## src/hdl/bus_pkg.sv

```systemverilog
`default_nettype none

package bus_pkg;

    // bus widths
    localparam int DATA_W = 64;
    localparam int ADDR_W = 64;

    // on-chip data RAM, 32-bit words
    localparam int RAM_WORDS = 512;
    localparam int RAM_IDX_W = $clog2(RAM_WORDS);
    localparam logic [ADDR_W-1:0] RAM_BASE = 64'h0000_0000_8000_0000;
    localparam logic [ADDR_W-1:0] RAM_BYTES = 64'(RAM_WORDS * 4);

    // machine timer
    localparam logic [ADDR_W-1:0] MTIME_ADDR = 64'h0000_0000_0200_BFF8;
    localparam logic [ADDR_W-1:0] MTIMECMP_ADDR = 64'h0000_0000_0200_4000;
    localparam logic [DATA_W-1:0] MTIMECMP_RESET = 64'h0000_0000_8000_0000;

    // interrupt controller map
    localparam int PLIC_SOURCES = 6;
    localparam int SRC_W = 3;
    localparam int PRIO_W = 3;
    localparam logic [SRC_W-1:0] IRQ_ID = 3'd1;
    localparam logic [ADDR_W-1:0] PLIC_BASE = 64'h0000_0000_0C00_0000;
    // priority window ends after the last source id
    localparam logic [ADDR_W-1:0] PLIC_PRIO_END = PLIC_BASE + 64'(PLIC_SOURCES * 4);
    localparam logic [ADDR_W-1:0] PLIC_PENDING = PLIC_BASE + 64'h1000;
    localparam logic [ADDR_W-1:0] PLIC_ENABLE = PLIC_BASE + 64'h2000;
    localparam logic [ADDR_W-1:0] ENABLE_CTX_STRIDE = 64'h80;
    localparam logic [ADDR_W-1:0] PLIC_THRESHOLD = PLIC_BASE + 64'h20_0000;
    localparam logic [ADDR_W-1:0] PLIC_CLAIM = PLIC_THRESHOLD + 64'h4;
    localparam logic [ADDR_W-1:0] CTX_STRIDE = 64'h1000;

    // access size, same encoding as the core's funct3
    typedef enum logic [2:0] {
        LS_B  = 3'b000,
        LS_H  = 3'b001,
        LS_W  = 3'b010,
        LS_D  = 3'b011,
        LS_BU = 3'b100,
        LS_HU = 3'b101,
        LS_WU = 3'b110
    } ls_type_e;

    // decoded target of a request
    typedef enum logic [3:0] {
        REG_NONE,
        REG_RAM,
        REG_MTIME,
        REG_MTIMECMP,
        REG_PRIO,
        REG_PENDING,
        REG_ENABLE,
        REG_THRESHOLD,
        REG_CLAIM
    } region_e;

    // request held stable by the core until done
    typedef struct packed {
        logic [ADDR_W-1:0] addr;
        ls_type_e          ls_type;
        logic [DATA_W-1:0] wdata;
    } bus_req_t;

    typedef struct packed {
        region_e          region;
        logic             ctx;
        logic [SRC_W-1:0] src_id;
    } bus_sel_t;

    typedef struct packed {
        logic rd;
        logic wr;
    } bus_active_t;

    // one response per execute unit
    typedef struct packed {
        logic              finish;
        logic [DATA_W-1:0] data;
    } unit_rsp_t;

endpackage

`default_nettype wire

```

## src/hdl/bus_response.sv

```systemverilog
`default_nettype none

module bus_response (
    input  wire                       clock_slow,
    input  wire                       KEY0,
    input  wire                       rd_en,
    input  wire                       wr_en,
    input  wire bus_pkg::bus_sel_t    sel,
    input  wire bus_pkg::unit_rsp_t   ram_rsp,
    input  wire bus_pkg::unit_rsp_t   plat_rsp,
    output bus_pkg::bus_active_t      active,
    output logic [bus_pkg::DATA_W-1:0] rdata,
    output logic                      read_done,
    output logic                      write_done
);

    logic                       complete;
    logic [bus_pkg::DATA_W-1:0] rsp_data;

    // idle units drive zero, so an OR merges them
    assign rsp_data = ram_rsp.data | plat_rsp.data;
    // unmapped access ends at once with zero data
    assign complete = ram_rsp.finish || plat_rsp.finish ||
                      (sel.region == bus_pkg::REG_NONE);

    // done levels and active flags
    always_ff @(posedge clock_slow or negedge KEY0) begin
        if (!KEY0) begin
            read_done <= 1'b1;
            write_done <= 1'b1;
            active <= '0;
        end else begin
            if (rd_en) begin
                read_done <= 1'b0;
                active.rd <= 1'b1;
            end else if (active.rd && complete) begin
                read_done <= 1'b1;
                active.rd <= 1'b0;
            end
            if (wr_en) begin
                write_done <= 1'b0;
                active.wr <= 1'b1;
            end else if (active.wr && complete) begin
                write_done <= 1'b1;
                active.wr <= 1'b0;
            end
        end
    end

    // read data, held until the next read finishes
    always_ff @(posedge clock_slow) begin
        if (active.rd && complete) begin
            rdata <= rsp_data;
        end
    end

endmodule

`default_nettype wire

```

## config.mk

```make
export PLATFORM = sky130hd
export DESIGN_NAME = bus_response
export DESIGN_NICKNAME = d
export VERILOG_FILES = /design/src/hdl/bus_pkg.sv /design/src/hdl/bus_response.sv
export SDC_FILE = /design/constraint.sdc
export NUM_CORES = 1
export LEC_CHECK = 0
export BUFFER_PORTS_ARGS = -buffer_cell sky130_fd_sc_hd__buf_2
export CAP_MARGIN = 20
export CELL_PAD_IN_SITES_DETAIL_PLACEMENT = 1
export CELL_PAD_IN_SITES_GLOBAL_PLACEMENT = 2
export CORE_UTILIZATION = 20
export DETAILED_ROUTE_END_ITERATION = 8
export PLACE_DENSITY = 0.77
export REMOVE_ABC_BUFFERS = 1
export SLEW_MARGIN = 25
export SYNTH_ARGS = -nofsm -noshare
export SYNTH_HDL_FRONTEND = slang
export SYNTH_SLANG_ARGS = --single-unit
```

## constraint.sdc

```tcl
create_clock -name clock_slow -period 5.7 [get_ports clock_slow]
set_input_delay 1.14 -clock clock_slow [delete_from_list [all_inputs] [get_ports clock_slow]]
set_output_delay 1.14 -clock clock_slow [all_outputs]
set_load 0.01 [all_outputs]
```

==> impl_metrics.json <==
{
  "p_leak_nw": 1.702,
  "ys_warn_count": 0,
  "worstSetupStartpointType": "input pin",
  "grt_pass1_wl_um": 10380,
  "power_mw": 1.195,
  "clockBufferDepth": 2,
  "fmax_mhz": 362.1,
  "fp.dieW_um": 113.7,
  "num_rows": 40,
  "crit_path_end_kind": "flip-flop",
  "yosysTopAreaCell": "edfxtp_1",
  "crit_path_cell_trace": "buf_2 -> or4_4 -> a21boi_4 -> buf_4",
  "mostFrequentLayoutCell": "buf_2",
  "maxSlewViolCount": 0,
  "yosysSeqAreaShare_pct": 81.06,
  "p_seq_share_pct": 49.6,
  "use_met2_pct": 20.37,
  "timing.rr.end": "rdata[0]",
  "cts_tree": "built",
  "outcome": "finished clean",
  "layout.core_utilization_pct": 33.05,
  "grt_util_met1_pct": 10.34,
  "final_area_mm2": 0.004003,
  "clk-insertion-delay-late_ps": 320,
  "num_vias": 1984,
  "crit_end": "rdata[0]",
  "grt_pass1_vias": 2098,
  "cp_slowest_stage_delay_ps": 630,
  "path_max_fanout": 64,
  "hp-start": "read_done",
  "required_ps": 5640,
  "power.internal_mw": 0.9404,
  "grt_max_degree": 65,
  "crit_type": "in2reg",
  "cts_buffers": 9,
  "cp_slowest_cell": "buf_4",
  "synth.lib_cells_used.distinct": 10,
  "h-tree-depth": 3,
  "areaGrowthSynthToFinish_pct": 60.27,
  "maxSlewHeadroom_pct": 42.56,
  "vias_per_cell": 3.729,
  "final_cell_mix": "205 x buf_2, 64 x or2_2, 64 x edfxtp_1, 9 x clkbuf_16, 3 x nor2_1",
  "reg2reg_depth": 2,
  "rsz0062_at_grt": "false",
  "p_sw_mw": 0.2544,
  "cts-resized-gates": 0,
  "r2r_slack_ps": 4030,
  "critPathArrivalTime_ps": 2700,
  "postRouteWirelength_um": 6916,
  "overflow": 0,
  "fin_nets": 502,
  "ys_ff_latch": 68,
  "p_sw_share_pct": 21.30,
  "finalSetupViolations": 0,
  "avgSynthCellArea_um2": 17.46,
  "powerDensity_mw_per_mm2": 298.5,
  "wl_per_cell_um": 13.00,
  "ios": 210,
  "cts.sinks": 68,
  "start_util_pct": 20.62,
  "grt_busiest_layer": "met2",
  "antenna_found_initial": 0,
  "r2r_start": "active[1]",
  "post_cts_buffers": 0,
  "die_y_um": 113.7,
  "drt-initial-drc-count": 38,
  "finClkSkew_ps": 2.263,
  "gp_congestion": 0.7077,
  "cts_hold_buf": 0,
  "dieArea_mm2": 0.01294,
  "synthCells": 143,
  "hold_class": "reg2reg",
  "finalCriticalPeriod_ps": 2762,
  "netlist_area_mm2": 0.002497,
  "io_buffers": 205,
  "comb_power_share_pct": 10.8,
  "clkPwrFrac_pct": 39.6,
  "hold_viol": 0,
  "tightest_slew_ps": 861.6,
  "use_met3_pct": 4.942,
  "cp-startpoint": "sel[5]",
  "ant_nets": 0,
  "first_pass_iters": 7,
  "post-route-period-util_pct": 48.45,
  "path_clk_slew_ps": 50,
  "layout-drive-gt1-share_pct": 78.30,
  "placed_cell_area_mm2": 0.003752,
  "ir_drop_v": 0.00009593,
  "diodes": 0,
  "cts_root_buffer": "clkbuf_16",
  "maxCapViolations": 0,
  "grt_usage_pct": 10.97,
  "synth_top_area_share_pct": 76.95,
  "design.core.area_mm2": 0.01211,
  "synthTopCellsByArea": "edfxtp_1 77%, or2_2 16%, dfstp_2 2.1%",
  "post-route-drc-count": 0
}
[synthesized netlist by cell type]
cell type	count
a211oi_1	2
or4_4	1
nor2_1	3
a21boi_0	1
dfrtp_1	2
or2_2	64
nor3_1	2
edfxtp_1	64
dfstp_2	2
a31o_1	2
[logic make-up after synthesis]
kind of cell       share of synthesized area, %
and+or+nand+nor                           17.33
DFF                                       81.06
AOI/OAI and AO/OA                         1.603
[layer usage]
metal	up-vias	wire length (µm)
met5	-	0
met3	4	650
met4	0	65
met2	110	3753
met1	925	2446
li1	945	-
[through the flow]
stage / instances / setup slack (ps) / TNS (ps) / hold slack (ps)
global route: 532 / 2886 / 0 / 537.6
global placement: 517 / 2655 / 0 / 495.9
detailed placement: 517 / 2601 / 0 / 513.5
CTS: 532 / 2932 / 0 / 520.8
floorplan: 143 / -1267 / -81100 / 504.2
finish: 532 / 2938 / 0 / 513.5
[power by group through the flow]
stage,Sequential (mW),Clock (mW),Combinational [mW]
after global placement,0.601,0,0.130
after detailed placement,0.603,0,0.134
after floorplan,0.624,0,0.0315
after CTS,0.593,0.498,0.134
after global routing,0.596,0.518,0.143
final,0.593,0.473,0.129
[worst min-delay path by stage]
stage	endpoint	slack (ps)	depth (start not counted)
after global placement	read_done	500	2
after global routing	write_done	540	2
after floorplan	read_done	500	2
after CTS	read_done	520	2
final	read_done	510	2
after detailed placement	read_done	510	2
[state kept, by name, summed over array words and instances, names as in the netlist]
name,cells
rdata,64
active,2
read_done,1
write_done,1
[layout make-up]
cell class                      instances  area (µm²)
Fill cell                            1410        8109
Tap cell                              168       210.2
Multi-Input combinational cell         75       484.2
Clock inverter                          4       17.52
Timing Repair Buffer                  206        1033
Clock buffer                           11       232.7
Sequential cell                        68        2024
[critical path, delay by kind of cell]
family          cells  cell delay (ps)
compound gates      1              160
simple gates        1              580
buf+inv             2              720
Power figures use the tool's default switching activity.
