**src/hdl/bus_pkg.sv**
```systemverilog
`default_nettype none

package bus_pkg;

    // bus widths
    localparam int DATA_W = 64;
    localparam int ADDR_W = 64;

    // on-chip data RAM, 32-bit words
    localparam int RAM_WORDS = 512;
    localparam int RAM_IDX_W = $clog2(RAM_WORDS);
    localparam logic [ADDR_W-1:0] RAM_BASE = 64'h0000_0000_8000_0000;
    localparam logic [ADDR_W-1:0] RAM_BYTES = 64'(RAM_WORDS * 4);

    // machine timer
    localparam logic [ADDR_W-1:0] MTIME_ADDR = 64'h0000_0000_0200_BFF8;
    localparam logic [ADDR_W-1:0] MTIMECMP_ADDR = 64'h0000_0000_0200_4000;
    localparam logic [DATA_W-1:0] MTIMECMP_RESET = 64'h0000_0000_8000_0000;

    // interrupt controller map
    localparam int PLIC_SOURCES = 6;
    localparam int SRC_W = 3;
    localparam int PRIO_W = 3;
    localparam logic [SRC_W-1:0] IRQ_ID = 3'd1;
    localparam logic [ADDR_W-1:0] PLIC_BASE = 64'h0000_0000_0C00_0000;
    // priority window ends after the last source id
    localparam logic [ADDR_W-1:0] PLIC_PRIO_END = PLIC_BASE + 64'(PLIC_SOURCES * 4);
    localparam logic [ADDR_W-1:0] PLIC_PENDING = PLIC_BASE + 64'h1000;
    localparam logic [ADDR_W-1:0] PLIC_ENABLE = PLIC_BASE + 64'h2000;
    localparam logic [ADDR_W-1:0] ENABLE_CTX_STRIDE = 64'h80;
    localparam logic [ADDR_W-1:0] PLIC_THRESHOLD = PLIC_BASE + 64'h20_0000;
    localparam logic [ADDR_W-1:0] PLIC_CLAIM = PLIC_THRESHOLD + 64'h4;
    localparam logic [ADDR_W-1:0] CTX_STRIDE = 64'h1000;

    // access size, same encoding as the core's funct3
    typedef enum logic [2:0] {
        LS_B  = 3'b000,
        LS_H  = 3'b001,
        LS_W  = 3'b010,
        LS_D  = 3'b011,
        LS_BU = 3'b100,
        LS_HU = 3'b101,
        LS_WU = 3'b110
    } ls_type_e;

    // decoded target of a request
    typedef enum logic [3:0] {
        REG_NONE,
        REG_RAM,
        REG_MTIME,
        REG_MTIMECMP,
        REG_PRIO,
        REG_PENDING,
        REG_ENABLE,
        REG_THRESHOLD,
        REG_CLAIM
    } region_e;

    // request held stable by the core until done
    typedef struct packed {
        logic [ADDR_W-1:0] addr;
        ls_type_e          ls_type;
        logic [DATA_W-1:0] wdata;
    } bus_req_t;

    typedef struct packed {
        region_e          region;
        logic             ctx;
        logic [SRC_W-1:0] src_id;
    } bus_sel_t;

    typedef struct packed {
        logic rd;
        logic wr;
    } bus_active_t;

    // one response per execute unit
    typedef struct packed {
        logic              finish;
        logic [DATA_W-1:0] data;
    } unit_rsp_t;

endpackage

`default_nettype wire

```
**src/hdl/bus_address_decode.sv**
```systemverilog
`default_nettype none

module bus_address_decode (
    input  wire bus_pkg::bus_req_t req,
    output bus_pkg::bus_sel_t      sel
);

    // byte offset into the priority window
    logic [bus_pkg::ADDR_W-1:0] prio_off;

    assign prio_off = req.addr - bus_pkg::PLIC_BASE;

    always_comb begin
        // unmapped unless a match below
        sel.region = bus_pkg::REG_NONE;
        sel.ctx = 1'b0;
        sel.src_id = '0;

        if (req.addr >= bus_pkg::RAM_BASE &&
            req.addr < bus_pkg::RAM_BASE + bus_pkg::RAM_BYTES) begin
            sel.region = bus_pkg::REG_RAM;
        end else if (req.addr == bus_pkg::MTIME_ADDR) begin
            sel.region = bus_pkg::REG_MTIME;
        end else if (req.addr == bus_pkg::MTIMECMP_ADDR) begin
            sel.region = bus_pkg::REG_MTIMECMP;
        end else if (req.addr >= bus_pkg::PLIC_BASE && req.addr < bus_pkg::PLIC_PRIO_END) begin
            // one 4-byte slot per source id
            sel.region = bus_pkg::REG_PRIO;
            sel.src_id = prio_off[bus_pkg::SRC_W+1:2];
        end else if (req.addr == bus_pkg::PLIC_PENDING) begin
            sel.region = bus_pkg::REG_PENDING;
        end else if (req.addr == bus_pkg::PLIC_ENABLE) begin
            sel.region = bus_pkg::REG_ENABLE;
        end else if (req.addr == bus_pkg::PLIC_ENABLE + bus_pkg::ENABLE_CTX_STRIDE) begin
            sel.region = bus_pkg::REG_ENABLE;
            sel.ctx = 1'b1;
        end else if (req.addr == bus_pkg::PLIC_THRESHOLD) begin
            sel.region = bus_pkg::REG_THRESHOLD;
        end else if (req.addr == bus_pkg::PLIC_THRESHOLD + bus_pkg::CTX_STRIDE) begin
            sel.region = bus_pkg::REG_THRESHOLD;
            sel.ctx = 1'b1;
        end else if (req.addr == bus_pkg::PLIC_CLAIM) begin
            sel.region = bus_pkg::REG_CLAIM;
        end else if (req.addr == bus_pkg::PLIC_CLAIM + bus_pkg::CTX_STRIDE) begin
            // context 1 claim sits one context stride up
            sel.region = bus_pkg::REG_CLAIM;
            sel.ctx = 1'b1;
        end
    end

endmodule

`default_nettype wire

```
**config.mk**
```make
export PLATFORM = sky130hd
export DESIGN_NAME = bus_address_decode
export DESIGN_NICKNAME = d
export VERILOG_FILES = /design/src/hdl/bus_pkg.sv /design/src/hdl/bus_address_decode.sv
export SDC_FILE = /design/constraint.sdc
export NUM_CORES = 1
export LEC_CHECK = 0
export BUFFER_PORTS_ARGS = -buffer_cell sky130_fd_sc_hd__buf_2
export CAP_MARGIN = 20
export CORE_MARGIN = 5
export CORE_UTILIZATION = 16
export DETAILED_ROUTE_END_ITERATION = 6
export GPL_ROUTABILITY_DRIVEN = 0
export GPL_TIMING_DRIVEN = 0
export PLACE_DENSITY_LB_ADDON = 0.12
export SYNTH_ARGS = -nofsm -noshare
export SYNTH_HDL_FRONTEND = slang
export SYNTH_SLANG_ARGS = --single-unit
```
**constraint.sdc**
```tcl
create_clock -name vclk -period 1.7
set_clock_uncertainty 0.15 [all_clocks]
set_input_delay 0.085 -clock vclk [all_inputs]
set_output_delay 0.085 -clock vclk [all_outputs]
set_load 0.1 [all_outputs]
```
==> impl_metrics.tcl <==
set metrics [dict create \
    busiest_layer "met2" \
    hold_depth 3 \
    critPathSlowestCell "or4_1" \
    relSlewSlack 0.755 \
    postLayoutCellArea_um2 1230 \
    finalCritPeriodShare 1.24 \
    place_area_um2 913 \
    tns_ps -1980 \
    first_iter_violations 13 \
    syn2layout_area_growth_pct 210 \
    holdPathEnd "sel[7]" \
    hp-start "req[74]" \
    diodes 0 \
    vias 861 \
    num_rows 18 \
    initial_core_util 0.164 \
    critPathKind "in2out" \
    grt_util_met1 0.166 \
    hold_class "in2out" \
    cp_data_required_time_ps 1460 \
    die_x_um 59.7 \
    crit_path_end_kind "output port" \
    max-vdd-ir-drop_mv 0.0776 \
    crit_fanout 2 \
    p_total_uw 162 \
    io_pins 139 \
    path_buf_inv 2 \
    die_y_um 59.7 \
    antenna_found_initial 0 \
    synth_fp_nets 194 \
    grt_use_met2 0.196 \
    core_area_um2 2410 \
    dieArea_um2 3570 \
    seq_cell_count 0 \
    synth.distinct_cells 24 \
    avgSynthCellArea_um2 6.28 \
    routed_wl_mm 2.34 \
    holdWs_ps 417 \
    vias_per_cell 4.98 \
    worstMarginPinSlew_ps 365 \
    powerDensity_nw_per_um2 132 \
    start_kind "primary input" \
    postCtsHoldBufs 0 \
    finalCoreUtilization 0.509 \
    p_leak_nw 0.484 \
    fmax_mhz 473 \
    track_usage 0.119 \
    yosysWarnings 0 \
    yosysSeqAreaShare 0 \
    cap_violations 0 \
    hpwl_mm 2.02 \
    num-clock-buffers 0 \
    setup_violations 8 \
    routedWlPerCell_um 13.5 \
    rsz0062_at_grt "yes" \
    worstPathArrival_ps 1880 \
    failed_checks "negative setup slack" \
    critPathTopFamily "simple AND/OR/NAND/NOR gates" \
    path_cells "buf_6 -> nor4b_4 -> nand4_1 -> or4_1 -> or4_1 -> o211ai_1 -> buf_6" \
    ant_nets 0 \
    fin_crit_ps 2120 \
    post-route-drc-count 0 \
    grt_pass1_vias 856 \
    drt_pre_antenna_iters 4 \
    fin_ws_ps -416 \
    final_nets 276 \
    io_buffers 72 \
    cpPeakStageDelay_ps 520 \
    use_met3 0.0302 \
    regArea_um2 0 \
    grt_pass1_wl_mm 3.46 \
    grt_max_degree 6 \
    grt_remaining_overflow 0 \
    syn_inst 63 \
    finalHoldViolations 0 \
    drive_gt1_frac 0.734 \
    post_synth_instance_area_um2 395 \
    drv_slew 0 \
    status "finished, violations left" \
]
-- cell usage in the layout (no fill, tap or decap), types with 2 or more instances in the layout --
cell,instances
inv_1,4
nor2_4,3
nand3_2,2
buf_2,55
nand2_1,3
buf_4,7
nor3_1,5
nor2_1,4
nor4_2,5
buf_6,13
nor4_4,8
nand4_1,8
or4_1,2
buf_12,5
nand3_1,3
-- tightest hold or removal path: cells and delay by family --
kind	cells	cell delay, ps
AND/OR/NAND/NOR	1	60
buffers and inverters	2	330
-- per-layer routing --
layer  part of all wire  wire length, um
met1               0.40              942
met2               0.43             1010
met3               0.17              389
met4                  0                0
met5                  0                0
-- metrics by stage --
step	setup WS (ps)	cells
after floorplan	-1010	63
after global placement	-703	165
after detailed placement	-744	165
after CTS	-434	172
after global routing	-512	173
final	-416	173
-- how the worst max path moves through the flow --
stage | startpoint | end | slack, ps | cells after the start
2_1_floorplan | req[116] | sel[5] | -1010 | 5
3_3_place_gp | req[96] | sel[6] | -700 | 7
3_5_place_dp | req[125] | sel[6] | -740 | 7
4_1_cts | req[69] | sel[5] | -430 | 7
5_1_grt | req[69] | sel[5] | -510 | 7
6_report | req[69] | sel[5] | -420 | 7
-- kinds of logic (layout without fill, tap and decap cells) --
logic type / after synthesis / after routing / synth area share
simple gates: 52 / 52 / 0.845
buf+inv: 4 / 84 / 0.0380
compound gates: 7 / 7 / 0.117
-- timing repair --
| item | CTS | global route |
|---|---|---|
| resized for setup | 48 | 4 |
| buffers inserted | 7 | 1 |
| endpoints found under the setup margin | 8 | 8 |
| pin swaps | 12 | 2 |
-- power by group --
part / switching [mW] / internal [mW]
sequential: 0 / 0
combinational: 0.0754 / 0.0868
clock: 0 / 0
total: 0.0754 / 0.0868
-- cells in the mapped netlist --
cell      number  area, um^2
nor2_1         7        26.3
nor4b_2        1        15.0
nand2_1        3        11.3
nand3b_1       1        7.51
nor4_4         1        21.3
nor4_2         1        12.5
nor3_1         6        30.0
or4_1          3        22.5
nor4bb_1       1        10.0
nand4_1        8        50.1
a21oi_1        1        5.00
nor2b_1        1        6.26
nand4b_1       1        8.76
nand3_1        5        25.0
o211ai_1       1        7.51
nor3b_2        1        12.5
or2_0          1        6.26
a211oi_1       1        7.51
o22ai_1        1        6.26
a31oi_1        1        6.26
inv_1          4        15.0
o311ai_1       1        8.76
o21ai_0        1        5.00
nor4_1        11        68.8
-- cell type report --
| cell class | instances | area, um^2 |
|---|---|---|
| multi-input cells | 59 | 599 |
| inverters | 4 | 15.0 |
| repair buffers | 80 | 574 |
| fillers | 248 | 1180 |
| well taps | 30 | 37.5 |
No activity file was read; power rests on OpenSTA's default activity.
